[src/obj_pkg.sv]
package obj_pkg;

    // object table
    localparam int obj_count  = 32;
    localparam int obj_tbl_aw = 5;
    localparam int obj_tbl_dw = 32;

    // object geometry
    localparam int obj_height = 16;     // lines per object
    localparam int obj_ysub_w = 4;
    localparam int obj_pos_w  = 8;      // x and y

    // buffer write offset, compensates the read pipeline
    localparam int obj_hoffset = 6;

    // table entry fields, lsb positions
    localparam int obj_y_lsb     = 0;
    localparam int obj_x_lsb     = 8;
    localparam int obj_code_lsb  = 16;
    localparam int obj_pal_lsb   = 25;
    localparam int obj_hflip_bit = 29;
    localparam int obj_vflip_bit = 30;

    // field and bus widths
    localparam int obj_code_w  = 9;
    localparam int obj_pal_w   = 4;
    localparam int obj_rom_aw  = 14;    // code, row, half
    localparam int obj_rom_dw  = 32;    // eight packed nibbles
    localparam int obj_buf_aw  = 8;
    localparam int obj_pxl_w   = 4;
    localparam int obj_prom_aw = obj_pal_w + obj_pxl_w;

endpackage

[src/obj_draw_if.sv]
interface obj_draw_if import obj_pkg::*; ();

    logic                  draw;    // request level, held until busy rises
    logic [obj_pos_w-1:0]  xpos;
    logic [obj_ysub_w-1:0] ysub;    // row inside the object
    logic [obj_pal_w-1:0]  pal;
    logic                  hflip;
    logic                  vflip;
    logic [obj_code_w-1:0] code;
    logic                  busy;    // from the drawer

    // object table side
    modport scan (
        output draw, xpos, ysub, pal, hflip, vflip, code,
        input  busy
    );

    // ROM fetch side
    modport drawer (
        input  draw, xpos, ysub, pal, hflip, vflip, code,
        output busy
    );

endinterface

[src/obj_scan.sv]
module obj_scan import obj_pkg::*; (
    input  logic                  clk,
    input  logic                  rst,
    input  logic                  hinit,
    input  logic [obj_pos_w-1:0]  vdump,
    input  logic                  tbl_we,
    input  logic [obj_tbl_aw-1:0] tbl_addr,
    input  logic [obj_tbl_dw-1:0] tbl_data,
    obj_draw_if.scan              drw
);

    logic [obj_tbl_dw-1:0] tbl [obj_count];
    logic [obj_tbl_dw-1:0] entry;
    logic [obj_tbl_aw-1:0] idx;
    logic [obj_pos_w-1:0]  line;    // line being prepared
    logic [obj_pos_w-1:0]  diff;
    logic                  active;  // scan in progress
    logic                  granted; // current entry taken by the drawer
    logic                  hit;
    logic                  issue;
    logic                  last;

    initial begin
        for (int i = 0; i < obj_count; i++) begin
            tbl[i] = '0;
        end
    end

    // host write port
    always @(posedge clk) begin
        if (tbl_we) begin
            tbl[tbl_addr] <= tbl_data;
        end
    end

    assign entry = tbl[idx];
    assign diff  = line - entry[obj_y_lsb +: obj_pos_w];   // wraps mod 256
    assign hit   = diff < obj_pos_w'(obj_height);
    assign last  = idx == obj_tbl_aw'(obj_count - 1);

    // only look at a new entry while the drawer is free
    assign issue = active && !drw.draw && !drw.busy && hit && !granted;

    always_ff @(posedge clk, posedge rst) begin
        if (rst) begin
            active   <= 1'b0;
            granted  <= 1'b0;
            drw.draw <= 1'b0;
            idx      <= '0;
            line     <= '0;
        end else if (hinit) begin
            // new line, anything unfinished is dropped
            active   <= 1'b1;
            granted  <= 1'b0;
            drw.draw <= 1'b0;
            idx      <= '0;
            line     <= vdump + obj_pos_w'(1);
        end else if (active) begin
            if (drw.draw) begin
                if (drw.busy) begin     // accepted
                    drw.draw <= 1'b0;
                    granted  <= 1'b1;
                end
            end else if (!drw.busy) begin
                if (issue) begin
                    drw.draw <= 1'b1;
                end else begin
                    // miss, or the drawer finished this entry
                    granted <= 1'b0;
                    idx     <= idx + obj_tbl_aw'(1);
                    if (last) begin
                        active <= 1'b0;
                    end
                end
            end
        end
    end

    // request fields, stable while draw is high
    always_ff @(posedge clk) begin
        if (issue) begin
            drw.xpos  <= entry[obj_x_lsb +: obj_pos_w];
            drw.ysub  <= diff[obj_ysub_w-1:0];
            drw.pal   <= entry[obj_pal_lsb +: obj_pal_w];
            drw.hflip <= entry[obj_hflip_bit];
            drw.vflip <= entry[obj_vflip_bit];
            drw.code  <= entry[obj_code_lsb +: obj_code_w];
        end
    end

endmodule

[src/obj_draw.sv]
module obj_draw import obj_pkg::*; (
    input  logic                   clk,
    input  logic                   rst,
    obj_draw_if.drawer             drw,
    input  logic [obj_rom_dw-1:0]  rom_data,
    input  logic                   rom_ok,
    input  logic [obj_pxl_w-1:0]   pal_colour,
    output logic [obj_rom_aw-1:0]  rom_addr,
    output logic                   rom_cs,
    output logic [obj_prom_aw-1:0] pal_addr,
    output logic                   buf_we,
    output logic [obj_buf_aw-1:0]  buf_addr,
    output logic [obj_pxl_w-1:0]   buf_data
);

    logic                  accept;
    logic                  load;
    logic                  half;        // 0: pixels 0-7, 1: pixels 8-15
    logic [2:0]            cnt;         // pixels left in this word
    logic [obj_rom_dw-1:0] pxl_data;
    logic [obj_code_w-1:0] cur_code;
    logic [obj_ysub_w-1:0] cur_row;
    logic [obj_pal_w-1:0]  cur_pal;
    logic                  cur_hflip;
    logic [obj_buf_aw-1:0] start_addr;

    assign accept = drw.draw && !drw.busy;
    assign load   = rom_cs && rom_ok;

    // flipped objects are drawn right to left from the last column
    assign start_addr = drw.xpos + (drw.hflip ? obj_buf_aw'(obj_height - 1) : '0)
                      + obj_buf_aw'(obj_hoffset);

    assign rom_addr = {cur_code, cur_row, half};
    assign pal_addr = {cur_pal, pxl_data[obj_pxl_w-1:0]};   // leftmost nibble first
    assign buf_data = pal_colour;

    always_ff @(posedge clk, posedge rst) begin
        if (rst) begin
            drw.busy <= 1'b0;
            rom_cs   <= 1'b0;
            buf_we   <= 1'b0;
            half     <= 1'b0;
            cnt      <= '0;
        end else if (accept) begin
            drw.busy <= 1'b1;
            rom_cs   <= 1'b1;
            half     <= 1'b0;
        end else if (load) begin
            rom_cs <= 1'b0;
            buf_we <= 1'b1;
            cnt    <= 3'(obj_height / 2 - 1);
        end else if (buf_we) begin
            cnt <= cnt - 3'd1;
            if (cnt == 3'd0) begin
                buf_we <= 1'b0;
                if (half) begin
                    drw.busy <= 1'b0;   // 16th pixel written
                end else begin
                    half   <= 1'b1;
                    rom_cs <= 1'b1;     // second word
                end
            end
        end
        // rom_cs high without rom_ok holds everything
    end

    always_ff @(posedge clk) begin
        if (accept) begin
            cur_code  <= drw.code;
            cur_row   <= drw.ysub ^ {obj_ysub_w{drw.vflip}};
            cur_pal   <= drw.pal;
            cur_hflip <= drw.hflip;
            buf_addr  <= start_addr;
        end else if (load) begin
            pxl_data <= rom_data;
        end else if (buf_we) begin
            pxl_data <= pxl_data >> obj_pxl_w;
            // runs straight on into the second half
            buf_addr <= cur_hflip ? buf_addr - obj_buf_aw'(1) : buf_addr + obj_buf_aw'(1);
        end
    end

endmodule

[src/obj_pal_prom.sv]
module obj_pal_prom import obj_pkg::*; (
    input  logic                   clk,
    input  logic                   prog_en,
    input  logic [obj_prom_aw-1:0] prog_addr,
    input  logic [obj_pxl_w-1:0]   prog_data,
    input  logic [obj_prom_aw-1:0] pal_addr,
    output logic [obj_pxl_w-1:0]   pal_colour
);

    logic [obj_pxl_w-1:0] mem [2**obj_prom_aw];

    initial begin
        for (int i = 0; i < 2**obj_prom_aw; i++) begin
            mem[i] = '0;
        end
    end

    always @(posedge clk) begin
        if (prog_en) begin
            mem[prog_addr] <= prog_data;
        end
    end

    // async read keeps the colour in step with buf_addr
    assign pal_colour = mem[pal_addr];

endmodule

[src/obj_line_buf.sv]
module obj_line_buf import obj_pkg::*; (
    input  logic                  clk,
    input  logic                  rst,
    input  logic                  pxl_cen,
    input  logic                  hinit,
    input  logic                  lhbl,
    input  logic [8:0]            hdump,
    input  logic                  buf_we,
    input  logic [obj_buf_aw-1:0] buf_addr,
    input  logic [obj_pxl_w-1:0]  buf_data,
    output logic [obj_pxl_w-1:0]  pxl
);

    logic                     bank;     // bank being drawn, the other one is shown
    logic [obj_hoffset-2:0]   lhbl_sh;
    logic                     lhbl_dly;
    logic                     erase;
    logic [obj_buf_aw-1:0]    rd_addr;
    logic [obj_pxl_w-1:0]     rd_data [2];

    assign rd_addr  = hdump[obj_buf_aw-1:0];
    assign lhbl_dly = lhbl_sh[obj_hoffset-2];
    assign erase    = pxl_cen && lhbl_dly;

    always_ff @(posedge clk, posedge rst) begin
        if (rst) begin
            bank    <= 1'b0;
            lhbl_sh <= '0;
            pxl     <= '0;
        end else begin
            if (hinit) begin
                bank <= ~bank;
            end
            if (pxl_cen) begin
                lhbl_sh <= {lhbl_sh[obj_hoffset-3:0], lhbl};
                pxl     <= rd_data[~bank];
            end
        end
    end

    for (genvar b = 0; b < 2; b++) begin : g_bank
        logic [obj_pxl_w-1:0] mem [2**obj_buf_aw];

        initial begin
            for (int i = 0; i < 2**obj_buf_aw; i++) begin
                mem[i] = '0;
            end
        end

        always @(posedge clk) begin
            if (bank == 1'(b)) begin
                // colour 0 is transparent
                if (buf_we && buf_data != '0) begin
                    mem[buf_addr] <= buf_data;
                end
            end else if (erase) begin
                mem[rd_addr] <= '0;     // cleared behind the read
            end
        end

        assign rd_data[b] = mem[rd_addr];
    end

endmodule

[src/obj_render.sv]
module obj_render import obj_pkg::*; (
    input  logic                   clk,
    input  logic                   rst,

    // host
    input  logic                   tbl_we,
    input  logic [obj_tbl_aw-1:0]  tbl_addr,
    input  logic [obj_tbl_dw-1:0]  tbl_data,
    input  logic                   prog_en,
    input  logic [obj_prom_aw-1:0] prog_addr,
    input  logic [obj_pxl_w-1:0]   prog_data,

    // video timing
    input  logic                   pxl_cen,
    input  logic                   hinit,
    input  logic                   lhbl,
    input  logic [8:0]             hdump,
    input  logic [obj_pos_w-1:0]   vdump,

    // graphics ROM
    output logic [obj_rom_aw-1:0]  rom_addr,
    output logic                   rom_cs,
    input  logic [obj_rom_dw-1:0]  rom_data,
    input  logic                   rom_ok,

    output logic [obj_pxl_w-1:0]   pxl
);

    obj_draw_if drw_if ();

    logic [obj_prom_aw-1:0] pal_addr;
    logic [obj_pxl_w-1:0]   pal_colour;
    logic                   buf_we;
    logic [obj_buf_aw-1:0]  buf_addr;
    logic [obj_pxl_w-1:0]   buf_data;

    obj_scan u_scan (
        .clk      (clk),
        .rst      (rst),
        .hinit    (hinit),
        .vdump    (vdump),
        .tbl_we   (tbl_we),
        .tbl_addr (tbl_addr),
        .tbl_data (tbl_data),
        .drw      (drw_if.scan)
    );

    obj_draw u_draw (
        .clk        (clk),
        .rst        (rst),
        .drw        (drw_if.drawer),
        .rom_data   (rom_data),
        .rom_ok     (rom_ok),
        .pal_colour (pal_colour),
        .rom_addr   (rom_addr),
        .rom_cs     (rom_cs),
        .pal_addr   (pal_addr),
        .buf_we     (buf_we),
        .buf_addr   (buf_addr),
        .buf_data   (buf_data)
    );

    obj_pal_prom u_prom (
        .clk        (clk),
        .prog_en    (prog_en),
        .prog_addr  (prog_addr),
        .prog_data  (prog_data),
        .pal_addr   (pal_addr),
        .pal_colour (pal_colour)
    );

    obj_line_buf u_buf (
        .clk      (clk),
        .rst      (rst),
        .pxl_cen  (pxl_cen),
        .hinit    (hinit),
        .lhbl     (lhbl),
        .hdump    (hdump),
        .buf_we   (buf_we),
        .buf_addr (buf_addr),
        .buf_data (buf_data),
        .pxl      (pxl)
    );

endmodule

[config.mk]
export PLATFORM = sky130hd
export DESIGN_NAME = obj_render
export DESIGN_NICKNAME = d
export VERILOG_FILES = /design/src/obj_pkg.sv /design/src/obj_draw_if.sv /design/src/obj_scan.sv /design/src/obj_draw.sv /design/src/obj_pal_prom.sv /design/src/obj_line_buf.sv /design/src/obj_render.sv
export SDC_FILE = /design/constraint.sdc
export NUM_CORES = 2
export LEC_CHECK = 0
export BUFFER_PORTS_ARGS = -buffer_cell sky130_fd_sc_hd__buf_2
export CAP_MARGIN = 15
export CORE_UTILIZATION = 63
export DETAILED_ROUTE_END_ITERATION = 12
export PLACE_DENSITY = 0.79
export SYNTH_ARGS = -nofsm -noshare
export SYNTH_HDL_FRONTEND = slang
export SYNTH_SLANG_ARGS = --single-unit
[constraint.sdc]
create_clock -name clk -period 11.8 [get_ports clk]
set_input_delay 2.36 -clock clk [delete_from_list [all_inputs] [get_ports clk]]
set_output_delay 2.36 -clock clk [all_outputs]
set_load 0.03 [all_outputs]
==> flow_metrics.tcl <==
set metrics [dict create \
    status "finished, final reports clean" \
    maxSlewHeadroom_pct 13.6 \
    worstPathMaxFanout 51 \
    hold_viol_final 0 \
    multi_input_area_mm2 0.0377 \
    final_util_pct 70.2 \
    drc 0 \
    netlist_instances 8242 \
    pre_cts_ws_ns 4.56 \
    worst_pin_slew_ns 1.30 \
    seqCellArea_mm2 0.125 \
    area_delta_synth_final_pct 10.6 \
    clk_pin_slew_worst_paths_ns 0.06 \
    dp_hpwl_um 207000 \
    postCtsSetupRepairBufs 0 \
    grt_pass1_vias 87000 \
    endpoint_kind "register" \
    synth.avg_cell_area_um2 20.1 \
    routedWlPerCell_um 32.3 \
    synth_fp_nets 8377 \
    timing.fmax_mhz 138 \
    synth_seq_area_share_pct 75.9 \
    final_nets 8561 \
    drt_iter0_drc 11700 \
    cp-startpoint "u_draw.pxl_data[0]" \
    cts_htree_levels 5 \
    layoutNonFillerInstCount 12300 \
    clk_latency_ns 0.96 \
    async_flop_share_pct 0.789 \
    io_buffers 122 \
    synth_area_leaders "edfxtp_1, mux4_2, mux2i_1" \
    cts_buffers 407 \
    worstPathRequired_ns 12.38 \
    io_pins 125 \
    cts_resized 0 \
    ys_warn_count 0 \
    yosysTopAreaCellShare_pct 75.4 \
    startpoint_type "register" \
    cp.arrival_ns 7.82 \
    die_w_um 514 \
    grt_use_total_pct 30.0 \
    place_congestion 0.817 \
    min_from "u_scan.drw.code[4]" \
    timing.rr.start "u_draw.pxl_data[0]" \
    grt_start_max_net_pins 257 \
    hold_path.class "reg2reg" \
    min_period_ns 7.25 \
    grt_overflow 0 \
    p_leak_nw 56.2 \
    cts-root-buf "clkbuf_16" \
    core_mm2 0.260 \
    finalSetupViolations 0 \
    drt-vias-per-instance 6.93 \
    antenna_found_initial 29 \
    cts.sinks 4182 \
    yosysTopAreaCell "edfxtp_1" \
    power_density_mw_per_mm2 208 \
    rows 187 \
    grt_pass1_wl_um 578000 \
    drive_gt1_share_pct 21.9 \
    cts_tree "built" \
    vias 85000 \
    drtAntennaViolNets 0 \
    worstSetupPathType "reg2reg" \
    place_inst 11500 \
    rsz0062_at_grt "no" \
    ys_ff_latch 4182 \
    syn_area_mm2 0.165 \
    ir_worst_vdd_mv 0.275 \
    yosysMostFrequentCell "edfxtp_1" \
    max_cap_viol_count 0 \
    synthTopCellsByCount "edfxtp_1, mux4_2, nor2_1" \
    cts_buffer_depth 4 \
    synth-edff-count 4149 \
    die_y_um 514 \
    synthFlopType "edfxtp_1" \
    first_pass_iters 6 \
    setup_ws_ns 4.55 \
    fin_skew_ns 0.0965 \
    wirelength_um 396000 \
    synth.distinct_cells 72 \
    finalSetupTns_ns 0 \
    num-fill-cells 14600 \
    dieArea_mm2 0.264 \
    min_period_over_period_pct 61.4 \
    start_util_pct 63.5 \
    slew_viol_final 0 \
    cts_hold_buffers 0 \
]
==> flip-flops by register name, indices dropped and copies added (netlist names), 3 cells and up <==
signal,cells
u_scan.tbl,992
u_scan.drw.pal,4
u_draw.cur_pal,4
u_draw.cur_code,9
u_scan.idx,5
u_draw.buf_addr,8
u_buf.lhbl_sh,5
u_prom.mem,1024
u_scan.line,8
u_buf.g_bank.mem,2048
u_draw.cur_row,4
u_scan.drw.ysub,4
u_scan.drw.xpos,8
u_scan.drw.code,9
u_draw.pxl_data,32
u_buf.pxl,4
u_draw.cnt,3
==> routing by layer <==
layer / wire length, um / global-route usage, % / vias up / share of wire, %
met1: 141000 / 40.8 / 43900 / 36
met3: 45100 / 6.72 / 989 / 11
met5: 155 / 0 / - / 0.039
met4: 15000 / 11.0 / 26 / 3.8
met2: 194000 / 48.3 / 5963 / 49
li1: - / - / 34100 / -
==> worst max-delay path, stage by stage (launching register included) <==
cell and delay [ns]:
edfxtp_1 1.04, buf_12 0.45, buf_4 0.68, mux4_2 0.60, nor2b_1 0.16, a211oi_1 0.55, nor3_1 0.14, nor3_1 0.18
or4_1 0.48, nand4_4 0.38, a41oi_4 0.95, buf_4 0.86, nor2_1 0.34
==> per-stage QoR <==
step / cell area, um^2 / power (W) / hold slack [ns]
floorplan: 165000 / 0.0232 / 0.400
global placement: 170000 / 0.0248 / 0.403
detailed placement: 170000 / 0.0251 / 0.405
CTS: 183000 / 0.0379 / 0.419
global route: 183000 / 0.0389 / 0.423
finish: 183000 / 0.0379 / 0.419
==> layout make-up <==
type / instances / share of cell area (%)
repair buffers: 260 / 1.06
well taps: 3496 / 2.39
multi-input cells: 3543 / 20.6
clock buffers: 479 / 5.76
flip-flops and latches: 4182 / 68.6
inverters: 32 / 0.0657
clock inverters: 248 / 1.42
diodes: 14 / 0.0192
==> placed cells by master (no fill, tap or decap), types with 11 or more instances in the layout <==
cell type,netlist,final
edfxtp_1,4149,4149
mux4_2,937,937
nor2_1,926,885
clkbuf_16,0,410
mux2i_1,369,369
nand2_1,338,337
o221ai_1,187,187
buf_4,10,121
buf_2,96,114
a21oi_1,94,94
clkinv_1,0,93
o22ai_1,77,77
clkbuf_1,257,69
clkinv_2,0,68
o21ai_0,62,62
mux2_2,59,59
nor3_1,56,56
nor2b_1,54,54
bufinv_16,0,49
nand3_1,49,47
nor2_4,0,41
a211oi_1,31,31
inv_1,31,30
dfrtp_1,33,28
mux4_1,27,27
ha_1,26,26
a22oi_1,25,25
nand2b_1,24,23
a31oi_1,16,16
buf_12,6,15
diode_2,0,14
xor2_1,14,14
and3_1,13,13
xnor2_1,12,12
nand3b_1,11,11
a221oi_1,11,11
clkinvlp_4,0,11
==> logic make-up after synthesis <==
kind of cell               count (synthesis)  synth area share, %
muxes                                   1392                 15.8
and+or+nand+nor                         1530                 3.84
xor gates and xnor gates                  26                0.138
DFF                                     4182                 75.9
buffers and inverters                    517                 1.54
adders and majority gates                 29                0.233
AOI/OAI and AO/OA                        566                 2.52
==> where the power goes <==
part | internal [W] | switching (W) | leakage (nW)
Sequential | 0.0180 | 0.000207 | 37.8
Clock | 0.00743 | 0.00556 | 6.40
Combinational | 0.00218 | 0.00457 | 12.1
==> path summary, 6_finish.rpt <==
check / slack (ns) / to / cells after the start
worst max-delay path: 4.55 / u_buf.g_bank[0].mem[18][2] / 12
worst min-delay path: 0.42 / u_draw.cur_code[4] / 0
worst max register to register: 4.55 / u_buf.g_bank[0].mem[18][2] / 12
worst min register to register: 0.42 / u_draw.cur_code[4] / 0
max in group asynchronous: 9.39 / u_scan.idx[0] / 2
min in group asynchronous: 1.65 / u_scan.line[3] / 2
Note: power is estimated with default switching activity, not from simulation.
